$ cat src/hdl/tcn_pkg.sv
package tcn_pkg;

    localparam int SAMPLE_W    = 16;
    localparam int FRAC_BITS   = 8;
    localparam int ACC_W       = 40;
    localparam int CHANNELS    = 4;
    localparam int TAPS        = 4;
    localparam int L1_DILATION = 4;
    localparam int NUM_LAYERS  = 2;

    typedef logic signed [SAMPLE_W-1:0] sample_t;
    typedef logic signed [ACC_W-1:0]    acc_t;
    typedef logic signed [SAMPLE_W-1:0] weight_t;

    typedef enum logic [1:0] {
        SEQ_IDLE,
        SEQ_RUN0,
        SEQ_RUN1
    } seq_state_t;

    // --------------------
    // Q8.8 coefficients as [out][tap] for layer 0 and [out][in][tap] for layer 1

    localparam weight_t L0_WEIGHTS [CHANNELS][TAPS] = '{
        '{ 192,  128,   64,  -32},
        '{ -96,  160,  -48,   80},
        '{  64, -128,   96,   32},
        '{ 112,   48,  -80,  144}
    };

    localparam weight_t L0_BIAS [CHANNELS] = '{16, -8, 24, 0};

    localparam weight_t L1_WEIGHTS [CHANNELS][CHANNELS][TAPS] = '{
        '{'{ 96, -32,  48,  16}, '{-64,  80,  24, -40},
          '{ 32,  56, -72,  88}, '{ 40, -24, 112,  -8}},
        '{'{-48,  72, -16,  64}, '{120, -96,  40,  20},
          '{ -8,  36,  60, -52}, '{ 76,  12, -44,  28}},
        '{'{ 24,  -8,  88, -60}, '{ 16,  44, -20, 100},
          '{-84,  68,  52,  12}, '{ 36, -56,  20,  92}},
        '{'{ 60,  84, -36,  44}, '{-28,  16,  72, -12},
          '{104, -40,   8,  56}, '{-20,  64, -88,  48}}
    };

    localparam weight_t L1_BIAS [CHANNELS] = '{-12, 20, 4, -28};

    // --------------------
    // layer 0 has a single input channel so in_ch is ignored there

    function automatic weight_t layer_weight(
        input int layer,
        input int out_ch,
        input int in_ch,
        input int tap
    );
        if (layer == 0) begin
            return L0_WEIGHTS[out_ch][tap];
        end
        return L1_WEIGHTS[out_ch][in_ch][tap];
    endfunction

    function automatic weight_t layer_bias(input int layer, input int out_ch);
        if (layer == 0) begin
            return L0_BIAS[out_ch];
        end
        return L1_BIAS[out_ch];
    endfunction

endpackage
$ cat src/hdl/dilated_conv.sv
`timescale 1ns/10ps

module dilated_conv #(
    parameter int LAYER       = 0,
    parameter int IN_CHANNELS = 1
) (
    input  logic             clk,
    input  logic             rst,
    input  logic             start,
    input  tcn_pkg::sample_t taps [IN_CHANNELS][tcn_pkg::TAPS],
    output logic             done,
    output tcn_pkg::sample_t result [tcn_pkg::CHANNELS]
);
    import tcn_pkg::*;

    localparam int   TERMS      = IN_CHANNELS * TAPS;
    localparam int   CNT_W      = $clog2(TERMS);
    localparam bit   APPLY_RELU = (LAYER != NUM_LAYERS - 1);
    localparam acc_t SAT_HI     = (acc_t'(1) <<< (SAMPLE_W - 1)) - acc_t'(1);
    localparam acc_t SAT_LO     = -(acc_t'(1) <<< (SAMPLE_W - 1));

    logic             running;
    logic [CNT_W-1:0] term;
    logic             last_term;
    int               in_ch;
    int               tap;
    acc_t             acc [CHANNELS];
    acc_t             acc_next [CHANNELS];

    // rescale with optional relu and a clamp to the sample range
    function automatic sample_t finish(input acc_t a);
        acc_t s;
        s = a >>> FRAC_BITS;
        if (APPLY_RELU && s < 0) begin
            s = '0;
        end
        if (s > SAT_HI) begin
            s = SAT_HI;
        end else if (s < SAT_LO) begin
            s = SAT_LO;
        end
        return sample_t'(s);
    endfunction

    // --------------------
    // term decode and one product per output channel

    assign in_ch     = int'(term) / TAPS;
    assign tap       = int'(term) % TAPS;
    assign last_term = (term == CNT_W'(TERMS - 1));

    always_comb begin
        for (int o = 0; o < CHANNELS; o++) begin
            acc_next[o] = acc[o]
                + acc_t'(taps[in_ch][tap]) * acc_t'(layer_weight(LAYER, o, in_ch, tap));
        end
    end

    // --------------------
    // control

    always_ff @(posedge clk or posedge rst) begin
        if (rst) begin
            running <= 1'b0;
            term    <= '0;
            done    <= 1'b0;
        end else begin
            done <= 1'b0;
            if (start) begin
                running <= 1'b1;
                term    <= '0;
            end else if (running) begin
                term <= term + 1'b1;
                if (last_term) begin
                    running <= 1'b0;
                    done    <= 1'b1;
                end
            end
        end
    end

    // accumulators and results
    always_ff @(posedge clk) begin
        for (int o = 0; o < CHANNELS; o++) begin
            if (start) begin
                acc[o] <= acc_t'(layer_bias(LAYER, o)) <<< FRAC_BITS;
            end else if (running) begin
                acc[o] <= acc_next[o];
                // last product folds straight into the result
                if (last_term) begin
                    result[o] <= finish(acc_next[o]);
                end
            end
        end
    end

endmodule

$ cat config.mk
export PLATFORM = sky130hd
export DESIGN_NAME = dilated_conv
export DESIGN_NICKNAME = d
export VERILOG_FILES = /design/src/hdl/tcn_pkg.sv /design/src/hdl/dilated_conv.sv
export SDC_FILE = /design/constraint.sdc
export NUM_CORES = 2
export LEC_CHECK = 0
export ABC_AREA = 0
export BUFFER_PORTS_ARGS = -buffer_cell sky130_fd_sc_hd__clkbuf_2
export CORE_ASPECT_RATIO = 1.5
export CORE_MARGIN = 4
export CORE_UTILIZATION = 47
export DETAILED_ROUTE_END_ITERATION = 10
export HOLD_SLACK_MARGIN = 0.02
export PLACE_DENSITY = 0.73
export RECOVER_POWER = 25
export SYNTH_ARGS = -nofsm -noshare
export SYNTH_HDL_FRONTEND = slang
export SYNTH_SLANG_ARGS = --single-unit
$ cat constraint.sdc
create_clock -name clk -period 10.35 [get_ports clk]
set_input_delay 2.07 -clock clk [delete_from_list [all_inputs] [get_ports clk]]
set_output_delay 2.07 -clock clk [all_outputs]
set_load 0.005 [all_outputs]
; Yosys cells after proc, flatten, opt, wreduce, memory -nomap -nowiden
; Memory sizes are Yosys's and may differ from the RTL's.
; Index checks and enable logic that the tools add are counted.
[classes]
add_sub_neg = 5
multipliers = 4
order_cmp = 13
eq_ne = 1
mux = 61
bitwise_logic = 6
n_reduce_logical = 2
[op_table]
columns = op, n
row1 = 2-to-1 mux 40 bit, 20
row2 = 2-to-1 mux 16 bit, 21
row3 = adder 40 x 32 -> 40 bit, 4
row4 = binary-select mux 16 bit (select 2 bit), 5
row5 = > comparator 40 x 16 -> 1 bit (second input constant), 4
row6 = < comparator 40 x 16 -> 1 bit (second input constant), 4
row7 = < comparator 32 x 1 -> 1 bit (second input constant), 4
row8 = multiplier 16 x 16 -> 32 bit, 4
row9 = greater-or-equal comparator 32 x 3 -> 1 bit (second input constant), 1
row10 = inverter 2 -> 32 bit, 1
row11 = 2-to-1 mux 1 bit, 12
row12 = 2-to-1 mux 5 bit, 1
row13 = 2-to-1 mux 2 bit, 2
row14 = bitwise OR 1 bit, 4
row15 = AND reduction 3 bit, 1
row16 = adder 2 x 1 -> 2 bit (second input constant), 1
row17 = == test 2 bit (second input constant), 1
row18 = nonzero test 2 bit, 1
row19 = inverter 1 bit, 1
[word_totals]
ff_bits = 68
ramBits = 160
in_bits = 67
elab_cells = 100
n_memories = 1
[mem_list]
columns = name, words, width, read_ports, rd_clocked_by_memory_dff, wr, line
row1 = acc, 4, 40, 4, 0, 4, dilated_conv.sv:27  ; acc_t acc [CHANNELS];

; Logic depth before layout (Yosys ltp)
[depth]
ltp_word = 13
ltp_mapped = 36
depth_no_buf = 30

; Worst setup path after synthesis
; Ideal clock, no wire load.
[synth_path]
kind = input port to flip-flop
startpoint = input port taps[15] (netlist bit)
endpoint = register result[21] (netlist bit) (data pin)
setup_time_ns = 0.270
t_arrival_ns = 9.790
t_required_ns = 10.080
path_slack_ns = 0.290
stages = 32
cell_sequence = mux2_1 > and2_1 > clkbuf_1 > nor2_4 > inv_2 > clkbuf_1 > and2_1 > or2_2 > clkbuf_1 > inv_1 > ha_1 > nand2_1 > inv_1 > fa_1 > inv_1 > fa_1 > fa_1 > fa_1 > inv_1 > ha_1 > buf_2 > and4_1 > or3_1 > o21ai_0 > a2111oi_0 > a211oi_1 > xnor2_1 > nand4_1 > or3_1 > nor4_2 > buf_2 > a21oi_1
[synth_between]
elab_chain_cells = 12
[synth_lines]
columns = element, line
row1 = from (decl), dilated_conv.sv:10  ; input tcn_pkg::sample_t taps [IN_CHANNELS][tcn_pkg::TAPS],
row2 = binary-select mux 16 bit (select 2 bit) *, dilated_conv.sv:55  ; + acc_t'(taps[in_ch][tap]) * acc_t'(layer_weight(LAYER, o, in_ch, tap));
row3 = 2-to-1 mux 16 bit (not written as such) * (2 in a row), dilated_conv.sv:55
row4 = multiplier 16 x 16 -> 32 bit *, dilated_conv.sv:55
row5 = adder 40 x 32 -> 40 bit *, dilated_conv.sv:55
row6 = < comparator 32 x 1 -> 1 bit, dilated_conv.sv:34  ; if (APPLY_RELU && s < 0) begin
row7 = 2-to-1 mux 40 bit *, dilated_conv.sv:34
row8 = 2-to-1 mux 40 bit *, dilated_conv.sv:90  ; if (last_term) begin
row9 = 2-to-1 mux 40 bit *, dilated_conv.sv:87  ; end else if (running) begin
row10 = 2-to-1 mux 40 bit *, dilated_conv.sv:85  ; if (start) begin
row11 = < comparator 40 x 16 -> 1 bit, dilated_conv.sv:39  ; end else if (s < SAT_LO) begin
row12 = 2-to-1 mux 16 bit, dilated_conv.sv:39
row13 = "to (signal, indexed assignment)", dilated_conv.sv:91  ; result[o] <= finish(acc_next[o]);
row14 = to (decl), dilated_conv.sv:12  ; output tcn_pkg::sample_t result [tcn_pkg::CHANNELS]
; Mark *: on every way between the ends. The rest lies on a longest branch, timed or not. The select of a mux whose other input is x is not followed.
; A chain may end at the register's enable or synchronous reset.

; Worst setup path after layout
[layout_path]
startpoint = input port taps[1] (netlist bit)
endpoint = register result[48] (netlist bit) (data pin)
; Same word-level chain as after synthesis.

==> summary.md <==
| Metric | Value |
|---|---|
| DR WL/cell | 20.10 um |
| Die Area | ~90000 um^2 |
| GRT Total Usage | roughly a quarter |
| Syn_area_per_cell | 9.760 um^2 |
| Gpl congestion | approximately 1.0 |
| Worst Hold Launch | acc[2][5] |
| Post-cts resize count | 0 |
| CP delay by family, top | adder cells |
| Via/cell ratio | around 5.3 |
| Failing checks | capacitance limit, slew limit |
| Status | complete, but fails checks |
| CTS sink cnt | 210 |
| Longest Clk Path Bufs | 3 |
| Worst-case headroom to the max-slew limit | -93.34% |
| CP Max Fanout | 15 |
| Max Slew Vio Count | 120 |
| HP Class | reg2reg |
| IO Port Bufs | ~130 |
| Hold buffers post-CTS | 0 |
| Footprint of the multi-input gates | 29910 um^2 |
| Area Overhead vs Synth | 8.653% |
| Max_cap viols | 3 |
| Worst EP arrival | approximately 10 ns |
| Setup TNS | 0 ns |
| Synth Flop Type | edfxtp_1 |
| Max incr delay on CP | 0.56 ns |
| Final worst path period need | ~9.9 ns |
| FF-to-FF path depth | 30 |
| Clk root buf | clkbuf_16 |
| Vias in the first global route | 32640 |
| Drt pass-1 iters | 5 |
| Nets | 5692 |
| EDFF count, synth | between 200 and 250 |
| Die width | between 200 and 250 um |
| Height of the die | between 300 and 400 um |
| Post-layout instance area | roughly 44000 um^2 |
| Worst setup path class | in2reg |
| Most instantiated cells after synthesis | 1079 x inv_1, 733 x fa_1, 510 x ha_1, 273 x nand2_1, 271 x nor2_1 |
| Initial antenna violation count | 1 |
| Worst r2r dst | result[48] |
| CP Launch Type | primary input |
| Filler cells | roughly 7900 |
| Gr ovfl total | 0 |
| H-tree lvl count | 1 |
| Syn. warnings | 0 |
| Final Hold Viols | 0 |
| Ports | between 100 and 150 |
| Hpwl dp | 95690 um |
| WHS Path Cells | 2 |
| Critical-path top delay cell | or4_4 |
| First-pass GRT wire length | around 180000 um |
| Wirelength, routed | ~110000 um |
| ANT nets after route | 0 |
| Starting DRT DRC Count | roughly 2000 |
| Top-count cell post-synth | inv_1 |
| Via count | 29630 |
| CTS tree | yes |
| Layout Skew | ~0.017 ns |
| Netlist cell types | between 80 and 90 |
| Post-Syn Area | around 41000 um^2 |
| Post-synthesis sequential element count | 210 |
| CP Capture Type | flip-flop |
| Actual slew at the worst max-slew pin | ~2.9 ns |
| Layout cell share with drive strength beyond 1 | under 10% |
| Post-route DRC | 0 |
| Worst path depth | 30 |
| Hold EP | acc[2][5] |
| # setup viols final | 0 |
| Synth Instances | roughly 4200 |
| Largest net degree at the start of global routing | 67 |
| Core area | 86210 um^2 |
| RSZ-0062 raised after global routing | false |
| Clock Latency Late Sink | 0.61 ns |
| Initial core utilization | a little under half |
| Reg2reg setup slack | about 0.55 ns |
| Maximum clock rate | roughly 0.1 GHz |
| Buf/Inv on CP | 9 |
| Reg-to-reg startpoint | term[0] |
| WP data required | around 11 ns |
| Post-DP Area | 43470 um^2 |
| Final Cycle Share | between 90% and 100% |
| Inserted Clock Buffers | 27 |
| Post-CTS Setup Bufs | 0 |
| Seq/Total Area, Yosys | around 15% |
| FF/Latch Area | ~6300 um^2 |
| Worst-path clk slew | 0.06 ns |
| Rows | ~130 |
| Synth top area share | 35.96% |
| Synth area leader | fa_1 |
| Async SR Flop Fraction | under 10% |
| Area contributors post-synth | fa_1 36%, ha_1 16%, edfxtp_1 15% |
-- stage by stage --
| step | utilization (%) | hold slack (ns) | setup slack [ns] | cells |
|---|---|---|---|---|
| 2_1_floorplan | - | 0.5596 | 0.2897 | 4191 |
| 3_3_place_gp | 50.42 | 0.6365 | 0.08465 | 5492 |
| 3_5_place_dp | 50.42 | 0.6392 | 0.05016 | 5492 |
| 4_1_cts | 51.51 | 0.6594 | 0.6683 | 5541 |
| 5_1_grt | 51.43 | 0.6805 | 0.1903 | 5542 |
| 6_report | 51.43 | 0.6550 | 0.4971 | 5542 |
-- worst max path at each step --
stage / startpoint / to / slack [ns]
after floorplan: taps[15] / result[21] / 0.29
after global placement: taps[12] / result[28] / 0.08
after detailed placement: taps[12] / result[16] / 0.05
after CTS: taps[12] / result[23] / 0.67
after global routing: taps[30] / result[43] / 0.19
final: taps[1] / result[48] / 0.50
-- area by class of cell --
| type | instances | share of cell area (%) |
|---|---|---|
| antenna | 1 | 0.005644 |
| multi-input combinational | 2778 | 67.47 |
| tap | 1139 | 3.214 |
| timing repair buffer | 277 | 3.807 |
| inverter | 1088 | 9.211 |
| clock buffer | 28 | 1.532 |
| sequential | 210 | 14.18 |
| clock inverter | 21 | 0.5785 |
-- layout by cell type, fill, tap and decap left out, drive strengths merged, types with 12 or more instances in the layout --
cell type / instances
nand2b: 19
o21a: 19
o21ai: 96
a211oi: 26
o211ai: 21
mux2: 34
nand2: 274
xnor2: 99
nand3: 25
conb: 12
clkinv: 12
buf: 144
nor2: 272
a21oi: 224
clkbuf: 161
and2: 49
nand4: 24
edfxtp: 206
ha: 510
o21bai: 15
fa: 733
xor2: 63
nor3: 31
a21o: 49
a31oi: 20
inv: 1088
-- state kept, by name, indices dropped and copies added, names as in the netlist --
register	count
term	2
result	64
done	1
running	1
acc	142
-- kinds of logic after synthesis --
kind of cell / count (synthesis) / share of synthesized area (%)
buffers and inverters: 1203 / 11.42
other: 2 / 0.01840
xor gates and xnor gates: 162 / 3.496
AOI/OAI and AO/OA: 549 / 8.350
DFF: 210 / 15.40
and+or+nand+nor: 767 / 8.503
muxes: 45 / 1.208
adders and majority gates: 1243 / 51.60
-- worst register-to-register path: cells and delay by family, from the launching register on --
kind                       cells  cell delay [ns]
AOI/OAI and AO/OA              7             1.85
adders and majority gates      7             3.29
buffers and inverters          9             1.63
DFF                            1             0.88
muxes                          1             0.45
and+or+nand+nor                6             1.41
-- routing by layer --
metal	routed length (um)	track usage, %	vias to the layer above
met5	0	0	-
met4	8444	15.12	0
met3	6253	3.454	316
met2	57630	44.98	982
met1	39060	26.73	14850
li1	-	-	13480
Power is not shown: default switching activity piles up to over one toggle a cycle in this logic, so the estimate is an artifact.
