===== src/hdl/tcn_pkg.sv =====
package tcn_pkg;

    localparam int SAMPLE_W    = 16;
    localparam int FRAC_BITS   = 8;
    localparam int ACC_W       = 40;
    localparam int CHANNELS    = 4;
    localparam int TAPS        = 4;
    localparam int L1_DILATION = 4;
    localparam int NUM_LAYERS  = 2;

    typedef logic signed [SAMPLE_W-1:0] sample_t;
    typedef logic signed [ACC_W-1:0]    acc_t;
    typedef logic signed [SAMPLE_W-1:0] weight_t;

    typedef enum logic [1:0] {
        SEQ_IDLE,
        SEQ_RUN0,
        SEQ_RUN1
    } seq_state_t;

    // --------------------
    // Q8.8 coefficients as [out][tap] for layer 0 and [out][in][tap] for layer 1

    localparam weight_t L0_WEIGHTS [CHANNELS][TAPS] = '{
        '{ 192,  128,   64,  -32},
        '{ -96,  160,  -48,   80},
        '{  64, -128,   96,   32},
        '{ 112,   48,  -80,  144}
    };

    localparam weight_t L0_BIAS [CHANNELS] = '{16, -8, 24, 0};

    localparam weight_t L1_WEIGHTS [CHANNELS][CHANNELS][TAPS] = '{
        '{'{ 96, -32,  48,  16}, '{-64,  80,  24, -40},
          '{ 32,  56, -72,  88}, '{ 40, -24, 112,  -8}},
        '{'{-48,  72, -16,  64}, '{120, -96,  40,  20},
          '{ -8,  36,  60, -52}, '{ 76,  12, -44,  28}},
        '{'{ 24,  -8,  88, -60}, '{ 16,  44, -20, 100},
          '{-84,  68,  52,  12}, '{ 36, -56,  20,  92}},
        '{'{ 60,  84, -36,  44}, '{-28,  16,  72, -12},
          '{104, -40,   8,  56}, '{-20,  64, -88,  48}}
    };

    localparam weight_t L1_BIAS [CHANNELS] = '{-12, 20, 4, -28};

    // --------------------
    // layer 0 has a single input channel so in_ch is ignored there

    function automatic weight_t layer_weight(
        input int layer,
        input int out_ch,
        input int in_ch,
        input int tap
    );
        if (layer == 0) begin
            return L0_WEIGHTS[out_ch][tap];
        end
        return L1_WEIGHTS[out_ch][in_ch][tap];
    endfunction

    function automatic weight_t layer_bias(input int layer, input int out_ch);
        if (layer == 0) begin
            return L0_BIAS[out_ch];
        end
        return L1_BIAS[out_ch];
    endfunction

endpackage

===== src/hdl/layer_sequencer.sv =====
`timescale 1ns/10ps

module layer_sequencer (
    input  logic             clk,
    input  logic             rst,
    input  logic             sample_valid,
    input  logic             done0,
    input  logic             done1,
    input  tcn_pkg::sample_t l1_result [tcn_pkg::CHANNELS],
    output logic             in_shift,
    output logic             start0,
    output logic             start1,
    output logic             cache_shift,
    output logic             out_valid,
    output logic             busy,
    output tcn_pkg::sample_t sample_out [tcn_pkg::CHANNELS]
);
    import tcn_pkg::*;

    seq_state_t state;

    // samples are only taken while idle and the rest are dropped
    assign in_shift    = sample_valid && (state == SEQ_IDLE);
    assign cache_shift = done0 && (state == SEQ_RUN0);
    assign busy        = (state != SEQ_IDLE);

    // --------------------
    // layer sequencing

    always_ff @(posedge clk or posedge rst) begin
        if (rst) begin
            state     <= SEQ_IDLE;
            start0    <= 1'b0;
            start1    <= 1'b0;
            out_valid <= 1'b0;
            for (int c = 0; c < CHANNELS; c++) begin
                sample_out[c] <= '0;
            end
        end else begin
            start0    <= 1'b0;
            start1    <= 1'b0;
            out_valid <= 1'b0;
            case (state)
                SEQ_IDLE: begin
                    if (in_shift) begin
                        state  <= SEQ_RUN0;
                        start0 <= 1'b1;
                    end
                end
                SEQ_RUN0: begin
                    // cache takes the layer 0 result on this edge
                    if (done0) begin
                        state  <= SEQ_RUN1;
                        start1 <= 1'b1;
                    end
                end
                SEQ_RUN1: begin
                    if (done1) begin
                        state     <= SEQ_IDLE;
                        out_valid <= 1'b1;
                        for (int c = 0; c < CHANNELS; c++) begin
                            sample_out[c] <= l1_result[c];
                        end
                    end
                end
                default: begin
                    state <= SEQ_IDLE;
                end
            endcase
        end
    end

endmodule


===== config.mk =====
export PLATFORM = sky130hd
export DESIGN_NAME = layer_sequencer
export DESIGN_NICKNAME = d
export VERILOG_FILES = /design/src/hdl/tcn_pkg.sv /design/src/hdl/layer_sequencer.sv
export SDC_FILE = /design/constraint.sdc
export NUM_CORES = 1
export LEC_CHECK = 0
export BUFFER_PORTS_ARGS = -buffer_cell sky130_fd_sc_hd__clkbuf_2
export CAP_MARGIN = 20
export CORE_UTILIZATION = 45
export CTS_BUF_LIST = sky130_fd_sc_hd__clkbuf_8
export CTS_CLUSTER_DIAMETER = 50
export DETAILED_ROUTE_END_ITERATION = 7
export PLACE_DENSITY_LB_ADDON = 0.15
export SYNTH_ARGS = -nofsm -noshare
export SYNTH_HDL_FRONTEND = slang
export SYNTH_SLANG_ARGS = --single-unit

===== constraint.sdc =====
create_clock -name clk -period 2.53 [get_ports clk]
set_clock_uncertainty 0.15 [all_clocks]
set_input_delay 0.506 -clock clk [delete_from_list [all_inputs] [get_ports clk]]
set_output_delay 0.506 -clock clk [all_outputs]
set_load 0.01 [all_outputs]

## Word-level counts from Yosys, hierarchy flattened

Cells that the tools add are included.
Widths: inputs -> output; s select.

| operators by class | value |
|---|---|
| muxes and demuxes | 10 |
| reductions and logical operators | 6 |
| eq/ne operators | 5 |

Operators with widths:

| operator | number |
|---|---|
| $mux 1 | 6 |
| $mux 2 | 3 |
| $ne 2x2->1 const B | 3 |
| $pmux 2 s3 | 1 |
| $reduce_and 3->1 | 1 |
| $eq 2x1->1 const B | 1 |
| $eq 2x2->1 const B | 1 |
| $logic_and 1x1->1 | 2 |
| $logic_not 2->1 | 1 |
| $reduce_and 2->1 | 1 |
| $reduce_bool 2->1 | 1 |

| storage, ports and cells | value |
|---|---|
| word-level logic and storage cells | 29 |
| flip-flop bits (word level) | 69 |

## Logic depth before layout (Yosys ltp)

Gate-level depths: netlist of run 1.

| logic depth | value |
|---|---|
| depth in word-level cells | 4 |
| gate-level depth with buffers | 4 |
| gate-level depth less buffers | 2 |

## Worst setup path before layout of run 1

No wires, ideal clock.

| path | value |
|---|---|
| kind | reg-to-output |
| start point | register state[0] |
| end point | output port in_shift |
| arrival | 937 ps |
| cell stages (with the launch flop) | 3 |
| buffers on the path | 0 |
| slack | 937 ps |
| data required time | 1874 ps |
| cells stage by stage | dfrtp_1 -> or2_2 -> nor2_1 |

| between the ends | value |
|---|---|
| longest elaborated chain between the ends | 2 |

Ends and longest elaborated chain:

| what | RTL line | RTL |
|---|---|---|
| start, declared | layer_sequencer.sv:20 | `seq_state_t state;` |
| start signal, assigned | layer_sequencer.sv:32 | `state <= SEQ_IDLE;` |
| start signal, assigned | layer_sequencer.sv:46 | `state <= SEQ_RUN0;` |
| start signal, assigned | layer_sequencer.sv:53 | `state <= SEQ_RUN1;` |
| $logic_not 2->1 | layer_sequencer.sv:23 | `assign in_shift = sample_valid && (state == SEQ_IDLE);` |
| $logic_and 1x1->1 | layer_sequencer.sv:23 |  |
| end, declared | layer_sequencer.sv:10 | `output logic in_shift,` |

No other way between the ends.

## Final worst setup path of run 1

Same ends and word-level chain as after synthesis.

==> results.sh, run 1 <==
export IMPL_r2r_setup_slack_ps=810
export IMPL_netlist_instances=151
export IMPL_wl_um=5510
export IMPL_grt_usage=0.177
export IMPL_ioPinCount=139
export IMPL_dieArea_sq_mm=0.00649
export IMPL_die_x_um=80.6
export IMPL_min_period_ps=2000
export IMPL_grt_first_pass_wirelength_um=8420
export IMPL_clk_path_buf_depth=2
export IMPL_yosysSeqAreaShare=0.621
export IMPL_fillers=474
export IMPL_cp_slowest_cell="dfrtp_1"
export IMPL_cp_max_fo=6
export IMPL_core_area_sq_mm=0.00596
export IMPL_drt_drc_violations_left=0
export IMPL_fin_util=0.631
export IMPL_slew_headroom=0.667
export IMPL_grt_max_degree=40
export IMPL_num_antenna_cells=0
export IMPL_synth_area_sq_mm=0.00278
export IMPL_slew_violations=0
export IMPL_critPathKind="flip-flop to primary output"
export IMPL_rsz0062_at_grt="false"
export IMPL_cts_resized=0
export IMPL_clk_latency_ps=330
export IMPL_ys_ff_latch=69
export IMPL_numCtsBuffers=9
export IMPL_startpoint_type="flip-flop"
export IMPL_dieHeight_um=80.6
export IMPL_postCtsSetupRepairBufs=0
export IMPL_syn_to_final_growth_pct=35.2
export IMPL_synth_nets=220
export IMPL_synth_area_per_cell_sq_um=18.4
export IMPL_grt_pass1_vias=1707
export IMPL_io_buffers=138
export IMPL_vias=1715
export IMPL_nets=366
export IMPL_wl_per_cell_um=14.6
export IMPL_required_ps=1870
export IMPL_drt_pass1_iter_count=3
export IMPL_status="finished clean"
export IMPL_rows=28
export IMPL_vias_per_cell=4.55
export IMPL_finalCritPeriodShare=0.792
export IMPL_place_gp_congestion=0.683
export IMPL_drive_gt1_frac=0.745
export IMPL_tightest_slew_ps=500
export IMPL_setup_violations=0
export IMPL_cts_tree="built"
export IMPL_min_path_type="primary input to async pin"
export IMPL_post_dp_hpwl_um=4000
export IMPL_clkTransAtPathRegs_ps=80
export IMPL_cts_sink_count=69
export IMPL_drtIter0Drc=47
export IMPL_critPathCaptureType="primary output"
export IMPL_total_power_w=0.00484
export IMPL_ys_warn_count=0
export IMPL_p_per_area_mw_per_mm2=1290
export IMPL_cts_hold_buf=0
export IMPL_cap_violations=0
export IMPL_slowest_delay_ps=430
export IMPL_path_cells="or2_2 > nor2_1 > clkbuf_2"
export IMPL_leakage_nw=2.14
export IMPL_cts_root_buf="clkbuf_8"
export IMPL_fin_setup_tns_ps=0
export IMPL_antenna_left=0
export IMPL_ir_drop_mv=0.636
export IMPL_htree_levels=3
export IMPL_crit_arrival_ps=1350
export IMPL_hold_viol_final=0
export IMPL_antenna_found_initial=0
export IMPL_grt_overflow=0
export IMPL_initial_utilization=0.467
export IMPL_fmax_mhz=499
export IMPL_yosysUniqueCellTypes=12
Yosys cell counts (all sizes together):
| master | number | area, sq um |
|---|---|---|
| a211oi | 1 | 7.51 |
| and3b | 1 | 8.76 |
| buf | 7 | 72.6 |
| dfrtp | 69 | 1730 |
| inv | 3 | 11.3 |
| mux2 | 64 | 905 |
| nand3b | 1 | 20.0 |
| nor2 | 2 | 7.51 |
| nor3b | 1 | 7.51 |
| or2 | 2 | 12.5 |
through the flow:
stage	cell area, sq um	cells	setup slack, ps	hold slack, ps
floorplan	2780	151	134	341
global placement	3550	361	728	339
detailed placement	3550	361	698	342
CTS	3760	377	496	80.6
global route	3760	377	438	104
finish	3760	377	526	87.9
area by class of cell:
type | count | area [sq um] | area share
Clock buffer | 12 | 165 | 0.0440
Clock inverter | 4 | 46.3 | 0.0123
Inverter | 3 | 11.3 | 0.00300
Multi-Input combinational cell | 72 | 968 | 0.258
Sequential cell | 69 | 1730 | 0.460
Tap cell | 75 | 93.8 | 0.0250
Timing Repair Buffer | 142 | 746 | 0.198
report_power, final:
part | total (W) | switching (W) | leakage (nW) | internal (W)
logic | 0.00194 | 0.000784 | 1.20 | 0.00116
registers | 0.00198 | 0.000322 | 0.833 | 0.00165
clock network | 0.000921 | 0.000390 | 0.110 | 0.000531
metal layers:
metal  GRT usage  part of all wire  vias to the layer above
li1            -                 -                      812
met1       0.225              0.43                      825
met2       0.275              0.48                       73
met3      0.0545             0.074                        5
met4      0.0804            0.0098                        0
met5           0                 0                        -
critical path: cells and delay by family, from the launching register on:
| kind | cells | cell delay (ps) |
|---|---|---|
| buf+inv | 1 | 150 |
| flops | 1 | 430 |
| simple gates | 2 | 450 |
final timing paths:
path,startpoint,to,cells past startpoint
setup / recovery,state[0],in_shift,3
hold / removal,rst,sample_out[44],3
setup reg to reg,state[0],sample_out[40],3
hold reg to reg,sample_out[59],sample_out[59],1
max in group asynchronous,rst,sample_out[1],3
min in group clk,done0,state[0],2
placed cells by master (no fill, tap or decap), drive strengths merged:
| cell | instances |
|---|---|
| clkinvlp | 1 |
| nor2 | 2 |
| a211oi | 1 |
| buf | 4 |
| bufinv | 1 |
| dfrtp | 69 |
| nor3b | 1 |
| inv | 4 |
| mux2 | 64 |
| clkinv | 1 |
| or2 | 2 |
| clkbuf | 150 |
| and3b | 1 |
| nand3b | 1 |
kinds of logic after synthesis:
logic type | after synthesis | synth area share
simple gates | 7 | 0.0203
flops | 69 | 0.621
mux | 64 | 0.326
buf+inv | 10 | 0.0302
compound gates | 1 | 0.00270
registers in the layout (all words and copies together) (netlist names):
register / cells
start1: 1
start0: 1
state: 2
sample_out: 64
out_valid: 1
No activity file was read; power rests on OpenSTA's default activity.
==> inputs of run 2 (changes only) <==
--- a/config.mk
+++ b/config.mk
@@ -5,6 +5,7 @@
 export SDC_FILE = /design/constraint.sdc
 export NUM_CORES = 1
 export LEC_CHECK = 0
+export ABC_AREA = 1
 export BUFFER_PORTS_ARGS = -buffer_cell sky130_fd_sc_hd__clkbuf_2
 export CAP_MARGIN = 20
 export CORE_UTILIZATION = 45
==> constraint.sdc (replaced) <==
create_clock -name clk -period 2 [get_ports clk]
set_clock_uncertainty 0.15 [all_clocks]
set_input_delay 0.4 -clock clk [delete_from_list [all_inputs] [get_ports clk]]
set_output_delay 0.4 -clock clk [all_outputs]
set_load 0.01 [all_outputs]
==> run 2 against run 1 <==
Compared with the run above: the run now ends with hold timing left; count of clock-buffer cells in the layout rose by 2; worst setup slack got worse by 340 ps; non-clock buffer count rose by 6; critical endpoint unchanged; largest power group unchanged.
==> results.sh, run 2 <==
export IMPL_status="finished, violations left"
export IMPL_failed_checks="hold timing"
export IMPL_fin_util=0.623
export IMPL_regMostFlops="sample_out"
export IMPL_largest_reg_flops=64
export IMPL_grt_pass1_vias=2394
export IMPL_cap_violations=0
export IMPL_rows=28
export IMPL_top_regs="sample_out: 64 flops, state: 2 flops"
export IMPL_startpoint_type="flip-flop"
export IMPL_fmax_mhz=552
export IMPL_ys_ff_latch=69
export IMPL_clk_latency_ps=330
export IMPL_reg2reg_to="sample_out[60]"
export IMPL_post_dp_hpwl_um=4820
export IMPL_cts_root_buf="clkbuf_8"
export IMPL_clk_path_buf_depth=2
export IMPL_antenna_left=0
export IMPL_yosysMostFrequentCell="nand2_1"
export IMPL_syn_to_final_growth_pct=31.3
export IMPL_rsz0062_at_grt="false"
export IMPL_power_share_clock=0.194
export IMPL_grt_overflow=0
export IMPL_grt_max_degree=70
export IMPL_vias=2578
export IMPL_core_area_sq_mm=0.00603
export IMPL_cts_resized=0
export IMPL_vias_per_cell=5.01
export IMPL_ioPinCount=139
export IMPL_synth_edf_count=0
export IMPL_yosysSeqAreaShare=0.604
export IMPL_cts_tree="built"
export IMPL_r2r_start="state[1]"
export IMPL_min_path_type="primary input to async pin"
export IMPL_critPathCaptureType="primary output"
export IMPL_setup_violations=0
export IMPL_nets=505
export IMPL_num_antenna_cells=0
export IMPL_io_buffers=138
export IMPL_wl_um=7080
export IMPL_grt_usage=0.222
export IMPL_setup_worst_path_end="in_shift"
export IMPL_required_ps=1450
export IMPL_synth_top_area_cell="dfrtp_1"
export IMPL_total_power_w=0.00564
export IMPL_numCtsBuffers=9
export IMPL_swShare=0.391
export IMPL_clkTransAtPathRegs_ps=70
export IMPL_most_common_layout_cells="138 x clkbuf_2, 131 x nand2_1, 68 x dfrtp_1, 64 x nand4_1, 14 x clkbuf_8"
export IMPL_initial_utilization=0.474
export IMPL_cts_sink_count=69
export IMPL_synth_area_leaders="dfrtp_1 60%, nand2_1 17%, nand4_1 14%, buf_2 2.5%, buf_6 2.0%"
export IMPL_r2r_setup_slack_ps=320
export IMPL_synth_top_area_frac=0.604
export IMPL_crit_arrival_ps=1260
export IMPL_p_per_area_mw_per_mm2=1500
export IMPL_fin_setup_tns_ps=0
export IMPL_synth_area_sq_mm=0.00286
export IMPL_antenna_found_initial=0
export IMPL_dieArea_sq_mm=0.00667
export IMPL_netlist_instances=305
export IMPL_hold_viol_final=14
export IMPL_ys_flop_type="dfrtp_1"
export IMPL_drt_drc_violations_left=0
export IMPL_leakage_nw=2.20
export IMPL_synth_nets=374
export IMPL_drtIter0Drc=136
export IMPL_min_period_ps=1810
export IMPL_wl_per_cell_um=13.7
export IMPL_htree_levels=3
export IMPL_p_switching_w=0.00221
export IMPL_layout_commonest_cell="clkbuf_2"
export IMPL_place_gp_congestion=0.727
export IMPL_p_int_w=0.00343
export IMPL_die_x_um=81.7
export IMPL_ir_drop_mv=0.788
export IMPL_slew_headroom=0.722
export IMPL_yosysUniqueCellTypes=14
export IMPL_async_flop_share=1.00
export IMPL_slew_violations=0
export IMPL_synth_area_per_cell_sq_um=9.37
export IMPL_drive_gt1_frac=0.377
export IMPL_tightest_slew_ps=417
export IMPL_hold_slack_ps=-22.4
export IMPL_finalCritPeriodShare=0.905
export IMPL_r2r_cells=6
export IMPL_cp_max_fo=4
export IMPL_yosys_top_cells_count="131 x nand2_1, 69 x dfrtp_1, 64 x nand4_1"
export IMPL_drt_pass1_iter_count=4
export IMPL_ys_warn_count=0
export IMPL_share_seq_of_total_power=0.415
export IMPL_dieHeight_um=81.7
export IMPL_comb_power_share=0.392
export IMPL_critPathKind="flip-flop to primary output"
export IMPL_cp_startpoint="state[0]"
export IMPL_grt_first_pass_wirelength_um=11100
==> run 2: cell count changes after synthesis, moves of 2 or more <==
cell      previous run  this run
nand2_1              0       131
mux2_2              15         0
buf_1                0         2
mux2_4              49         0
buf_4                0         5
or2_2                2         0
buf_2                1        14
clkbuf_1             0         2
inv_1                3         5
o21ai_0              0         2
nand4_1              0        64
nand3_1              0         2
==> run 2: logic make-up (layout without fill, tap and decap cells) <==
kind of cell    Yosys count  after routing  share of synthesized area
simple gates            200            200                      0.322
flops                    69             69                      0.604
buf+inv                  34            169                     0.0705
compound gates            2              2                    0.00350
==> run 2: per-stage QoR <==
step | hold slack [ps] | setup slack, ps | cells | cell area (sq um)
floorplan | 356 | 523 | 305 | 2860
global placement | 303 | 348 | 499 | 3550
detailed placement | 307 | 340 | 499 | 3550
CTS | 10.7 | 139 | 515 | 3750
global route | 33.7 | 56.4 | 515 | 3750
finish | -22.4 | 189 | 515 | 3750
==> run 2: worst min-delay path by stage <==
| stage | from | slack (ps) | to | cells after the start |
|---|---|---|---|---|
| 2_1_floorplan | sample_out[13] | 360 | sample_out[13] | 2 |
| 3_3_place_gp | sample_out[29] | 300 | sample_out[29] | 2 |
| 3_5_place_dp | sample_out[12] | 310 | sample_out[12] | 2 |
| 4_1_cts | rst | 10 | sample_out[28] | 3 |
| 5_1_grt | rst | 30 | sample_out[28] | 3 |
| 6_report | rst | -20 | sample_out[37] | 3 |
==> run 2: timing repair <==
action	in CTS	in global routing
hold buffers	0	0
setup endpoints to repair	1	0
setup buffers	1	0
==> run 2: power by group through the flow <==
stage	clock [W]	combinational, W	sequential [W]
after detailed placement	0	0.00220	0.00239
after global placement	0	0.00215	0.00236
after CTS	0.00112	0.00224	0.00234
final	0.00109	0.00221	0.00234
after floorplan	0	0.00107	0.00261
after global routing	0.00117	0.00250	0.00242
==> run 2: final cells by class <==
class / instances / area, sq um
sequential: 69 / 1730
tap: 75 / 93.8
timing repair buffer: 148 / 778
fill: 571 / 2270
inverter: 6 / 26.3
clock inverter: 1 / 3.75
multi-input combinational: 202 / 930
clock buffer: 14 / 193
==> run 2: worst max-delay path, cell delays in order (launching register included) <==
cell and delay, ps:
dfrtp_1 410, inv_2 100, nand2_1 90, nor2_1 160, clkbuf_2 170
==> run 2: routing by layer <==
layer | part of all wire | vias to the layer above | track usage
li1 | - | 1284 | -
met1 | 0.46 | 1203 | 0.284
met2 | 0.46 | 82 | 0.358
met3 | 0.070 | 9 | 0.0600
met4 | 0.010 | 0 | 0.0895
met5 | 0 | - | 0
