### src/hdl/tcn_pkg.sv
package tcn_pkg;

    localparam int SAMPLE_W    = 16;
    localparam int FRAC_BITS   = 8;
    localparam int ACC_W       = 40;
    localparam int CHANNELS    = 4;
    localparam int TAPS        = 4;
    localparam int L1_DILATION = 4;
    localparam int NUM_LAYERS  = 2;

    typedef logic signed [SAMPLE_W-1:0] sample_t;
    typedef logic signed [ACC_W-1:0]    acc_t;
    typedef logic signed [SAMPLE_W-1:0] weight_t;

    typedef enum logic [1:0] {
        SEQ_IDLE,
        SEQ_RUN0,
        SEQ_RUN1
    } seq_state_t;

    // --------------------
    // Q8.8 coefficients as [out][tap] for layer 0 and [out][in][tap] for layer 1

    localparam weight_t L0_WEIGHTS [CHANNELS][TAPS] = '{
        '{ 192,  128,   64,  -32},
        '{ -96,  160,  -48,   80},
        '{  64, -128,   96,   32},
        '{ 112,   48,  -80,  144}
    };

    localparam weight_t L0_BIAS [CHANNELS] = '{16, -8, 24, 0};

    localparam weight_t L1_WEIGHTS [CHANNELS][CHANNELS][TAPS] = '{
        '{'{ 96, -32,  48,  16}, '{-64,  80,  24, -40},
          '{ 32,  56, -72,  88}, '{ 40, -24, 112,  -8}},
        '{'{-48,  72, -16,  64}, '{120, -96,  40,  20},
          '{ -8,  36,  60, -52}, '{ 76,  12, -44,  28}},
        '{'{ 24,  -8,  88, -60}, '{ 16,  44, -20, 100},
          '{-84,  68,  52,  12}, '{ 36, -56,  20,  92}},
        '{'{ 60,  84, -36,  44}, '{-28,  16,  72, -12},
          '{104, -40,   8,  56}, '{-20,  64, -88,  48}}
    };

    localparam weight_t L1_BIAS [CHANNELS] = '{-12, 20, 4, -28};

    // --------------------
    // layer 0 has a single input channel so in_ch is ignored there

    function automatic weight_t layer_weight(
        input int layer,
        input int out_ch,
        input int in_ch,
        input int tap
    );
        if (layer == 0) begin
            return L0_WEIGHTS[out_ch][tap];
        end
        return L1_WEIGHTS[out_ch][in_ch][tap];
    endfunction

    function automatic weight_t layer_bias(input int layer, input int out_ch);
        if (layer == 0) begin
            return L0_BIAS[out_ch];
        end
        return L1_BIAS[out_ch];
    endfunction

endpackage
### src/hdl/dilated_tap_line.sv
`timescale 1ns/10ps

module dilated_tap_line #(
    parameter int CHANNELS_IN = 1,
    parameter int DILATION    = 1
) (
    input  logic             clk,
    input  logic             rst,
    input  logic             shift,
    input  tcn_pkg::sample_t din [CHANNELS_IN],
    output tcn_pkg::sample_t taps [CHANNELS_IN][tcn_pkg::TAPS]
);
    import tcn_pkg::*;

    // oldest tap sits (TAPS-1)*DILATION shifts back
    localparam int DEPTH = (TAPS - 1) * DILATION + 1;

    sample_t hist [CHANNELS_IN][DEPTH];

    always_ff @(posedge clk or posedge rst) begin
        if (rst) begin
            for (int c = 0; c < CHANNELS_IN; c++) begin
                for (int i = 0; i < DEPTH; i++) begin
                    hist[c][i] <= '0;
                end
            end
        end else if (shift) begin
            for (int c = 0; c < CHANNELS_IN; c++) begin
                hist[c][0] <= din[c];
                for (int i = 1; i < DEPTH; i++) begin
                    hist[c][i] <= hist[c][i-1];
                end
            end
        end
    end

    // fixed tap positions into the history
    for (genvar c = 0; c < CHANNELS_IN; c++) begin : g_chan
        for (genvar k = 0; k < TAPS; k++) begin : g_tap
            assign taps[c][k] = hist[c][k*DILATION];
        end
    end

endmodule

### config.mk
export PLATFORM = sky130hd
export DESIGN_NAME = dilated_tap_line
export DESIGN_NICKNAME = d
export VERILOG_FILES = /design/src/hdl/tcn_pkg.sv /design/src/hdl/dilated_tap_line.sv
export SDC_FILE = /design/constraint.sdc
export NUM_CORES = 1
export LEC_CHECK = 0
export BUFFER_PORTS_ARGS = -buffer_cell sky130_fd_sc_hd__buf_2
export CAP_MARGIN = 20
export CORE_MARGIN = 1
export CORE_UTILIZATION = 54
export CTS_CLUSTER_DIAMETER = 40
export DETAILED_ROUTE_END_ITERATION = 7
export GPL_ROUTABILITY_DRIVEN = 0
export PLACE_DENSITY = 0.82
export SYNTH_ARGS = -nofsm -noshare
export SYNTH_HDL_FRONTEND = slang
export SYNTH_SLANG_ARGS = --single-unit
### constraint.sdc
create_clock -name clk -period 4.75 [get_ports clk]
set_input_delay 0.475 -clock clk [delete_from_list [all_inputs] [get_ports clk]]
set_output_delay 0.475 -clock clk [all_outputs]
set_load 0.01 [all_outputs]
* Word-level counts from Yosys, hierarchy flattened
Index checks and enable logic that the tools add are counted.
** Word-level totals
- Register bits :: 64
- Bits of input ports :: 19
- Output and inout port bits :: 64
- Word-level logic and storage cells :: 4

* Longest topological paths before layout
Gate-level depths: netlist (run 1).
- Word-level depth :: 0
- Depth in mapped cells :: 3
- Gate-level depth less buffers :: 1

* Worst setup path before layout (run 1)
OpenSTA, ideal clock, no wires.
- Path kind :: input to register
- From :: in shift
- To :: reg hist (netlist bit taps[0])
- Data arrival time :: 1081 ps
- Setup slack :: 3544 ps
- Stages on the path :: 3
- Buffers on the path :: 2
- Cell sequence :: buf_6 > buf_12 > mux2_4
** RTL lines
- start, declared :: line dilated_tap_line.sv:9 : input logic shift,
- end signal, assigned by index :: line dilated_tap_line.sv:29 : hist[c][0] <= din[c];
- end signal, assigned by index :: line dilated_tap_line.sv:31 : hist[c][i] <= hist[c][i-1];
- end, declared :: line dilated_tap_line.sv:18 : sample_t hist [CHANNELS_IN][DEPTH];
No word-level cell between the ends.

* Worst setup path in the final report (run 1)
- From :: in shift
- To :: reg hist (netlist bit taps[39])
No word-level cell between the ends.

==> impl_metrics.json, run 1 <==
{
  "synth-seq-cells": 64,
  "h-tree-depth": 3,
  "clock_power_share": 0.319,
  "clk_latency_ns": 0.32,
  "yosysSeqAreaShare": 0.5970,
  "syn_area_um2": 2683,
  "cp.required_ns": 4.96,
  "clock_path_buffers": 2,
  "hold_viol": 0,
  "post-route-util": 0.6884,
  "r2r_start": "taps[52]",
  "grt-ovfl-total": 0,
  "reg2reg_depth": 1,
  "cp_num_cells": 2,
  "status": "completed",
  "fin_skew_ns": 0.004397,
  "synth_cells": 136,
  "die_width_um": 72.48,
  "worst_pin_slew_ns": 1.091,
  "fin_crit_sh": 0.3215,
  "synth_area_per_cell_um2": 19.72,
  "power_frac_comb": 0.216,
  "drive_gt1_frac": 0.7149,
  "rsz0062_at_grt": "no",
  "viasPerCell": 4.844,
  "syn_to_final_growth_pct": 22.01,
  "postCtsSetupBuffers": 0,
  "boundaryPins": 83,
  "numClockSinks": 64,
  "cts-buffers-inserted": 9,
  "top_layer_used": "met4",
  "yosysMostFrequentCell": "dfrtp_1",
  "sw_frac_of_total": 0.2563,
  "dp_hpwl_um": 2870,
  "yosysUniqueCellTypes": 6,
  "switching_power_mw": 0.3919,
  "fillCellCount": 360,
  "synth_commonest_cells": "dfrtp_1 (64), mux2_4 (60), buf_12 (6)",
  "ant_nets": 0,
  "syn-num-nets": 155,
  "yosys-top-cells-area": "dfrtp_1 (60%), mux2_4 (34%), buf_12 (4.5%)",
  "grt_usage": 0.1831,
  "path_class": "primary input to flop",
  "end_kind": "flop",
  "drt-met1-wl_um": 2146,
  "first_pass_iters": 4,
  "cp_cell_sequence": "buf_4, mux2_2",
  "grt_first_pass_wirelength_um": 7093,
  "yosys_warnings": 0,
  "hold_class": "primary input to async pin",
  "synthFlopType": "dfrtp_1",
  "synth_top_cell_by_area": "dfrtp_1",
  "cts_hold_buffers": 0,
  "leakage_nw": 1.710,
  "powerDensity_nw_per_um2": 467.2,
  "synthArstFlopShare": 1.000,
  "n_antenna_cell": 0,
  "path_delay_family": "buffers and inverters",
  "maxSlewHeadroom": 0.2724,
  "path_clk_slew_ns": 0.07,
  "layout_min_cycle_time_ns": 1.527,
  "wl_met3_um": 182,
  "drc": 0,
  "critical_path_peak_fanout": 64,
  "row_count": 25,
  "grt_max_degree": 65,
  "clock.fmax_ghz": 0.6547,
  "setup.worst_path.start": "shift",
  "post_drt_wl_per_cell_um": 15.12,
  "cts_root_buf": "clkbuf_8",
  "setup_viol": 0,
  "die_h_um": 72.48,
  "cp-start-kind": "primary input",
  "seqPwrFrac": 0.465,
  "slowest_delay_ns": 0.82,
  "largest_reg_flops": 64,
  "cts_tree": "built",
  "via_count": 1429,
  "wirelength_um": 4459,
  "finalSetupTns_ns": 0,
  "design.core.area_um2": 4755,
  "antenna_found_initial": 0,
  "cap_violations": 0,
  "p_total_mw": 1.529,
  "ctsResizeCount": 0,
  "grt_pass1_vias": 1388,
  "critPathBufInv": 1,
  "dieArea_um2": 5253,
  "p_int_mw": 1.137,
  "start_util": 0.5642,
  "drv_slew": 0,
  "vdd_drop_max_mv": 0.2709,
  "synth_top_area_frac": 0.5970,
  "drtIter0Drc": 67,
  "placement.io_buffers": 82,
  "cp_slowest_cell": "buf_4",
  "arrival_ns": 1.74,
  "synth_edf_count": 0,
  "wl_met2_um": 2068,
  "fin_nets": 242
}
==> metal layers <==
metal,vias up,track usage
met1,728,0.2644
met4,0,0.09804
met5,-,0
met2,51,0.2575
met3,6,0.04167
li1,644,-
==> per-stage QoR <==
stage | setup WS [ns] | instance area, µm² | hold WS (ns) | instances
final | 3.223 | 3273 | 0.3766 | 295
after global placement | 2.900 | 3055 | 0.4950 | 279
after floorplan | 2.677 | 2683 | 0.5520 | 136
after detailed placement | 2.869 | 3055 | 0.4926 | 279
after global routing | 3.176 | 3273 | 0.3680 | 295
after CTS | 3.225 | 3273 | 0.3629 | 295
==> power groups by stage <==
stage               combinational [mW]  sequential (mW)  clock (mW)
finish                           0.330            0.711       0.488
detailed placement               0.333            0.721           0
global placement                 0.324            0.716           0
floorplan                        0.174            0.754           0
global route                     0.354            0.724       0.521
CTS                              0.335            0.713       0.502
==> logic make-up after synthesis <==
| kind of cell | Yosys count | share of synthesized area |
|---|---|---|
| flops | 64 | 0.5970 |
| buf+inv | 8 | 0.05037 |
| mux | 64 | 0.3526 |
==> worst paths after layout <==
kind                       endpoint  slack, ns
max                        taps[39]       3.22
min                        taps[55]       0.38
max in group asynchronous  taps[37]       3.88
max reg2reg                taps[52]       3.93
min in group clk           taps[59]       0.38
min reg2reg                taps[12]       0.51
==> final cells by class <==
type                    count  area, µm²  area share
flip-flops and latches     64       1602      0.4893
multi-input cells          64      945.9      0.2890
repair buffers             83      420.4      0.1284
clock buffers              14      182.7     0.05581
well taps                  67      83.83     0.02561
clock inverters             2      35.03     0.01070
inverters                   1      3.754    0.001147
==> cell usage in the layout, fill, tap and decap left out, drive strengths merged <==
cell type / Yosys / layout
bufinv: 0 / 1
clkinv: 0 / 1
clkbuf: 0 / 14
inv: 1 / 1
buf: 7 / 83
mux2: 64 / 64
dfrtp: 64 / 64
Note: power is estimated with default switching activity, not from simulation.
==> run 2: changes to the inputs <==
--- a/config.mk
+++ b/config.mk
@@ -8,11 +8,11 @@
 export BUFFER_PORTS_ARGS = -buffer_cell sky130_fd_sc_hd__buf_2
 export CAP_MARGIN = 20
 export CORE_MARGIN = 1
-export CORE_UTILIZATION = 54
+export CORE_UTILIZATION = 50
 export CTS_CLUSTER_DIAMETER = 40
 export DETAILED_ROUTE_END_ITERATION = 7
 export GPL_ROUTABILITY_DRIVEN = 0
-export PLACE_DENSITY = 0.82
+export PLACE_DENSITY = 0.76
 export SYNTH_ARGS = -nofsm -noshare
 export SYNTH_HDL_FRONTEND = slang
 export SYNTH_SLANG_ARGS = --single-unit
==> constraint.sdc (replaced) <==
create_clock -name clk -period 1.5 [get_ports clk]
set_input_delay 0.15 -clock clk [delete_from_list [all_inputs] [get_ports clk]]
set_output_delay 0.15 -clock clk [all_outputs]
set_load 0.01 [all_outputs]
==> impl_metrics.json, run 2 (same netlist as run 1, synthesis figures left out) <==
{
  "rsz0062_at_grt": "no",
  "grt-ovfl-total": 0,
  "ant_nets": 0,
  "fin_crit_sh": 0.6900,
  "h-tree-depth": 3,
  "dieArea_um2": 5662,
  "path_class": "flop to primary output",
  "post-route-util": 0.6563,
  "grt_usage": 0.1679,
  "fin_skew_ns": 0.004008,
  "row_count": 26,
  "hold_viol": 0,
  "finalSetupTns_ns": 0,
  "postCtsSetupBuffers": 0,
  "n_antenna_cell": 0,
  "grt_first_pass_wirelength_um": 6920,
  "slowest_delay_ns": 0.42,
  "first_pass_iters": 2,
  "vdd_drop_max_mv": 0.7568,
  "p_int_mw": 3.687,
  "pre_cts_ws_ns": 0.3366,
  "critical_path_peak_fanout": 3,
  "boundaryPins": 83,
  "critPathBufInv": 1,
  "layout_min_cycle_time_ns": 1.035,
  "setup_viol": 0,
  "clk_latency_ns": 0.32,
  "post_drt_wl_per_cell_um": 14.60,
  "maxSlewHeadroom": 0.7773,
  "syn_to_final_growth_pct": 25.75,
  "hold_depth": 2,
  "cap_violations": 0,
  "grt_max_degree": 65,
  "power_frac_comb": 0.217,
  "powerDensity_nw_per_um2": 1458,
  "drc": 0,
  "worst_pin_slew_ns": 0.3341,
  "path_delay_family": "flip-flops",
  "arrival_ns": 0.88,
  "viasPerCell": 4.715,
  "sw_frac_of_total": 0.2505,
  "cp_cell_sequence": "buf_2",
  "cts_tree": "built",
  "cts_root_buf": "clkbuf_8",
  "cp_slowest_cell": "dfrtp_1",
  "end_kind": "primary output",
  "fin_ws_ns": 0.4650,
  "numClockSinks": 64,
  "start_util": 0.5219,
  "leakage_nw": 1.747,
  "largest_reg_flops": 64,
  "clock.fmax_ghz": 0.9662,
  "wirelength_um": 4410,
  "fin_cells": 302,
  "dp_cells": 286,
  "hold_class": "primary input to flop",
  "path_clk_slew_ns": 0.07,
  "die_width_um": 75.25,
  "cp-start-kind": "flop",
  "final_common_cell": "buf_2",
  "status": "completed",
  "design.core.area_um2": 5140,
  "mostFrequentLayoutCells": "buf_2 (81), dfrtp_1 (64), mux2_4 (60), clkbuf_8 (11)",
  "seqPwrFrac": 0.456,
  "die_h_um": 75.25,
  "cts-buffers-inserted": 9,
  "drive_gt1_frac": 0.7155,
  "switching_power_mw": 1.232,
  "antenna_found_initial": 0,
  "reg2reg_depth": 1,
  "placement.io_buffers": 82,
  "grt_pass1_vias": 1372,
  "clock_power_share": 0.327,
  "cp.required_ns": 1.35,
  "dp_hpwl_um": 3064,
  "via_count": 1424,
  "drtIter0Drc": 78,
  "fillCellCount": 412,
  "cp_num_cells": 1,
  "drv_slew": 0,
  "clock_path_buffers": 2,
  "fin_nets": 247
}
-- run 2: changes by cell type in the layout (fill, tap and decap cells not counted), sizes merged --
cell | previous run | this run
dlygate4sd3 | 0 | 1
inv | 1 | 0
clkinvlp | 0 | 1
buf | 83 | 87
bufinv | 1 | 2
clkbuf | 14 | 12
-- run 2: cell type report --
class / count / area (µm²) / share of cell area
flip-flops and latches: 64 / 1602 / 0.4748
multi-input cells: 64 / 945.9 / 0.2804
clock inverters: 3 / 65.06 / 0.01929
well taps: 70 / 87.58 / 0.02596
clock buffers: 12 / 155.1 / 0.04599
inverters: 1 / 7.507 / 0.002226
repair buffers: 88 / 510.5 / 0.1513
-- run 2: power groups by stage --
stage / Sequential [mW] / Clock, mW / Combinational, mW
after floorplan: 2.39 / 0 / 0.553
after global routing: 2.29 / 1.74 / 1.15
final: 2.24 / 1.61 / 1.07
after CTS: 2.25 / 1.65 / 1.08
after global placement: 2.27 / 0 / 1.05
after detailed placement: 2.27 / 0 / 1.08
-- run 2: layer usage --
layer,track usage,wire length (µm)
met5,0,0
met4,0.07407,38
met3,0.05087,214
met2,0.2412,2097
met1,0.2358,2060
-- run 2: timing repair --
item,in CTS,in global routing
resized for setup,0,0
hold buffers,1,0
hold endpoints to repair,64,0
-- run 2: final timing paths --
| check | start | endpoint | slack, ns |
|---|---|---|---|
| max | taps[46] | taps[46] | 0.47 |
| min | din[3] | taps[51] | 0.06 |
| max reg2reg | taps[46] | taps[46] | 0.70 |
| min reg2reg | taps[4] | taps[4] | 0.51 |
| max in group asynchronous | rst | taps[16] | 0.76 |
| min in group asynchronous | rst | taps[37] | 0.46 |
-- run 2: per-stage QoR --
step	hold slack (ns)	power, mW	instance area [µm²]
floorplan	0.2813	2.940	2686
global placement	0.2647	3.324	3143
detailed placement	0.2663	3.355	3143
CTS	0.04685	4.981	3373
global route	0.04007	5.183	3373
finish	0.05929	4.919	3373
==> run 3: changes to the inputs <==
==> constraint.sdc (replaced) <==
create_clock -name clk -period 1 [get_ports clk]
set_input_delay 0.1 -clock clk [delete_from_list [all_inputs] [get_ports clk]]
set_output_delay 0.1 -clock clk [all_outputs]
set_load 0.01 [all_outputs]
==> impl_metrics.json, run 3 (same netlist as run 1, synthesis figures left out) <==
{
  "fin_area_um2": 3789,
  "sw_frac_of_total": 0.2615,
  "boundaryPins": 83,
  "cts_root_buf": "clkbuf_8",
  "cp.required_ns": 0.90,
  "p_int_mw": 5.588,
  "grt_usage": 0.1777,
  "power_frac_comb": 0.269,
  "fin_crit_sh": 0.9792,
  "final_common_cell": "buf_2",
  "leakage_nw": 1.981,
  "fin_cells": 352,
  "start_util": 0.5219,
  "clk_latency_ns": 0.32,
  "n_antenna_cell": 0,
  "dieArea_um2": 5662,
  "arrival_ns": 0.88,
  "dp_hpwl_um": 3175,
  "r2r_end": "taps[55]",
  "post-route-util": 0.7371,
  "placement.io_buffers": 82,
  "cp-start-kind": "flop",
  "cts_tree": "built",
  "h-tree-depth": 3,
  "mostFrequentLayoutCells": "buf_2 (78), dfrtp_1 (64), mux2_4 (60), buf_4 (41), dlygate4sd3_1 (12)",
  "drc": 0,
  "slowest_delay_ns": 0.42,
  "placed_area_um2": 3186,
  "clock_power_share": 0.288,
  "r2r_start": "taps[55]",
  "hold_class": "primary input to flop",
  "design.core.area_um2": 5140,
  "drtIter0Drc": 67,
  "syn_to_final_growth_pct": 41.23,
  "ant_nets": 0,
  "path_class": "flop to primary output",
  "numClockSinks": 64,
  "layout_min_cycle_time_ns": 0.9792,
  "critPathBufInv": 1,
  "grt-ovfl-total": 0,
  "cp_slowest_cell": "dfrtp_1",
  "wirelength_um": 5220,
  "cp_cell_sequence": "buf_6",
  "dp_cells": 290,
  "worst_pin_slew_ns": 0.4580,
  "antenna_found_initial": 0,
  "clock_path_buffers": 2,
  "clock.fmax_ghz": 1.021,
  "hold_start": "din[7]",
  "via_count": 1623,
  "setup_viol": 0,
  "path_delay_family": "flip-flops",
  "grt_max_degree": 25,
  "die_width_um": 75.25,
  "switching_power_mw": 1.978,
  "seqPwrFrac": 0.443,
  "cap_violations": 0,
  "row_count": 26,
  "maxSlewHeadroom": 0.6940,
  "drv_slew": 0,
  "timing.reg2reg.setup_slack_ns": 0.06,
  "path_clk_slew_ns": 0.06,
  "fin_skew_ns": 0.008200,
  "hold_viol": 0,
  "viasPerCell": 4.611,
  "first_pass_iters": 2,
  "grt_first_pass_wirelength_um": 7176,
  "fin_hold_ws_ns": 0.01885,
  "cts-buffers-inserted": 9,
  "post_drt_wl_per_cell_um": 14.83,
  "largest_reg_flops": 64,
  "die_h_um": 75.25,
  "grt_pass1_vias": 1430,
  "drive_gt1_frac": 0.7305,
  "end_kind": "primary output",
  "critical_path_peak_fanout": 3,
  "status": "completed",
  "rsz0062_at_grt": "yes",
  "powerDensity_nw_per_um2": 1997,
  "hold_depth": 2,
  "fin_nets": 298,
  "setup.worst_path.start": "taps[55]",
  "vdd_drop_max_mv": 1.215,
  "reg2reg_depth": 2,
  "hold_end": "taps[55]"
}
-- run 3: final cells by class --
cell class | instances | area (µm²)
Sequential cell | 64 | 1602
Fill cell | 352 | 1351
Timing Repair Buffer | 139 | 952.2
Multi-Input combinational cell | 64 | 945.9
Clock buffer | 11 | 151.4
Tap cell | 70 | 87.58
Clock inverter | 3 | 42.54
Inverter | 1 | 7.507
-- run 3: what timing repair did --
item                                   4_1_cts  5_1_grt
setup endpoints to repair                    1       41
cloned                                       0        0
gates resized for setup                      0        3
hold buffers                                10        2
setup buffers                                1       35
endpoints found under the hold margin       23        2
-- run 3: how the worst max path moves through the flow --
stage	end	slack, ns	depth (start not counted)
final	taps[55]	0.02	1
after global routing	taps[63]	-0.03	1
after CTS	taps[31]	0.0006	1
after floorplan	taps[0]	0.17	3
after detailed placement	taps[12]	0.07	3
after global placement	taps[31]	0.10	3
-- run 3: power groups by stage --
stage	Combinational (mW)	Sequential [mW]	Clock [mW]
floorplan	0.829	3.58	0
global route	2.18	3.41	2.37
detailed placement	1.63	3.41	0
CTS	1.68	3.37	2.22
global placement	1.59	3.41	0
finish	2.04	3.35	2.18
-- run 3: through the flow --
step | setup WS (ns) | TNS [ns] | power (mW)
2_1_floorplan | 0.1687 | 0 | 4.410
3_5_place_dp | 0.07382 | 0 | 5.044
6_report | 0.02083 | 0 | 7.566
5_1_grt | -0.02948 | -0.2799 | 7.964
4_1_cts | 0.0005923 | 0 | 7.272
3_3_place_gp | 0.1031 | 0 | 4.998
-- run 3: metal layers --
layer / vias to the layer above / global-route usage / wire length, µm
met5: - / 0 / 0
li1: 756 / - / -
met1: 821 / 0.2346 / 2280
met3: 2 / 0.05622 / 213
met4: 0 / 0.08642 / 22
met2: 44 / 0.2673 / 2704
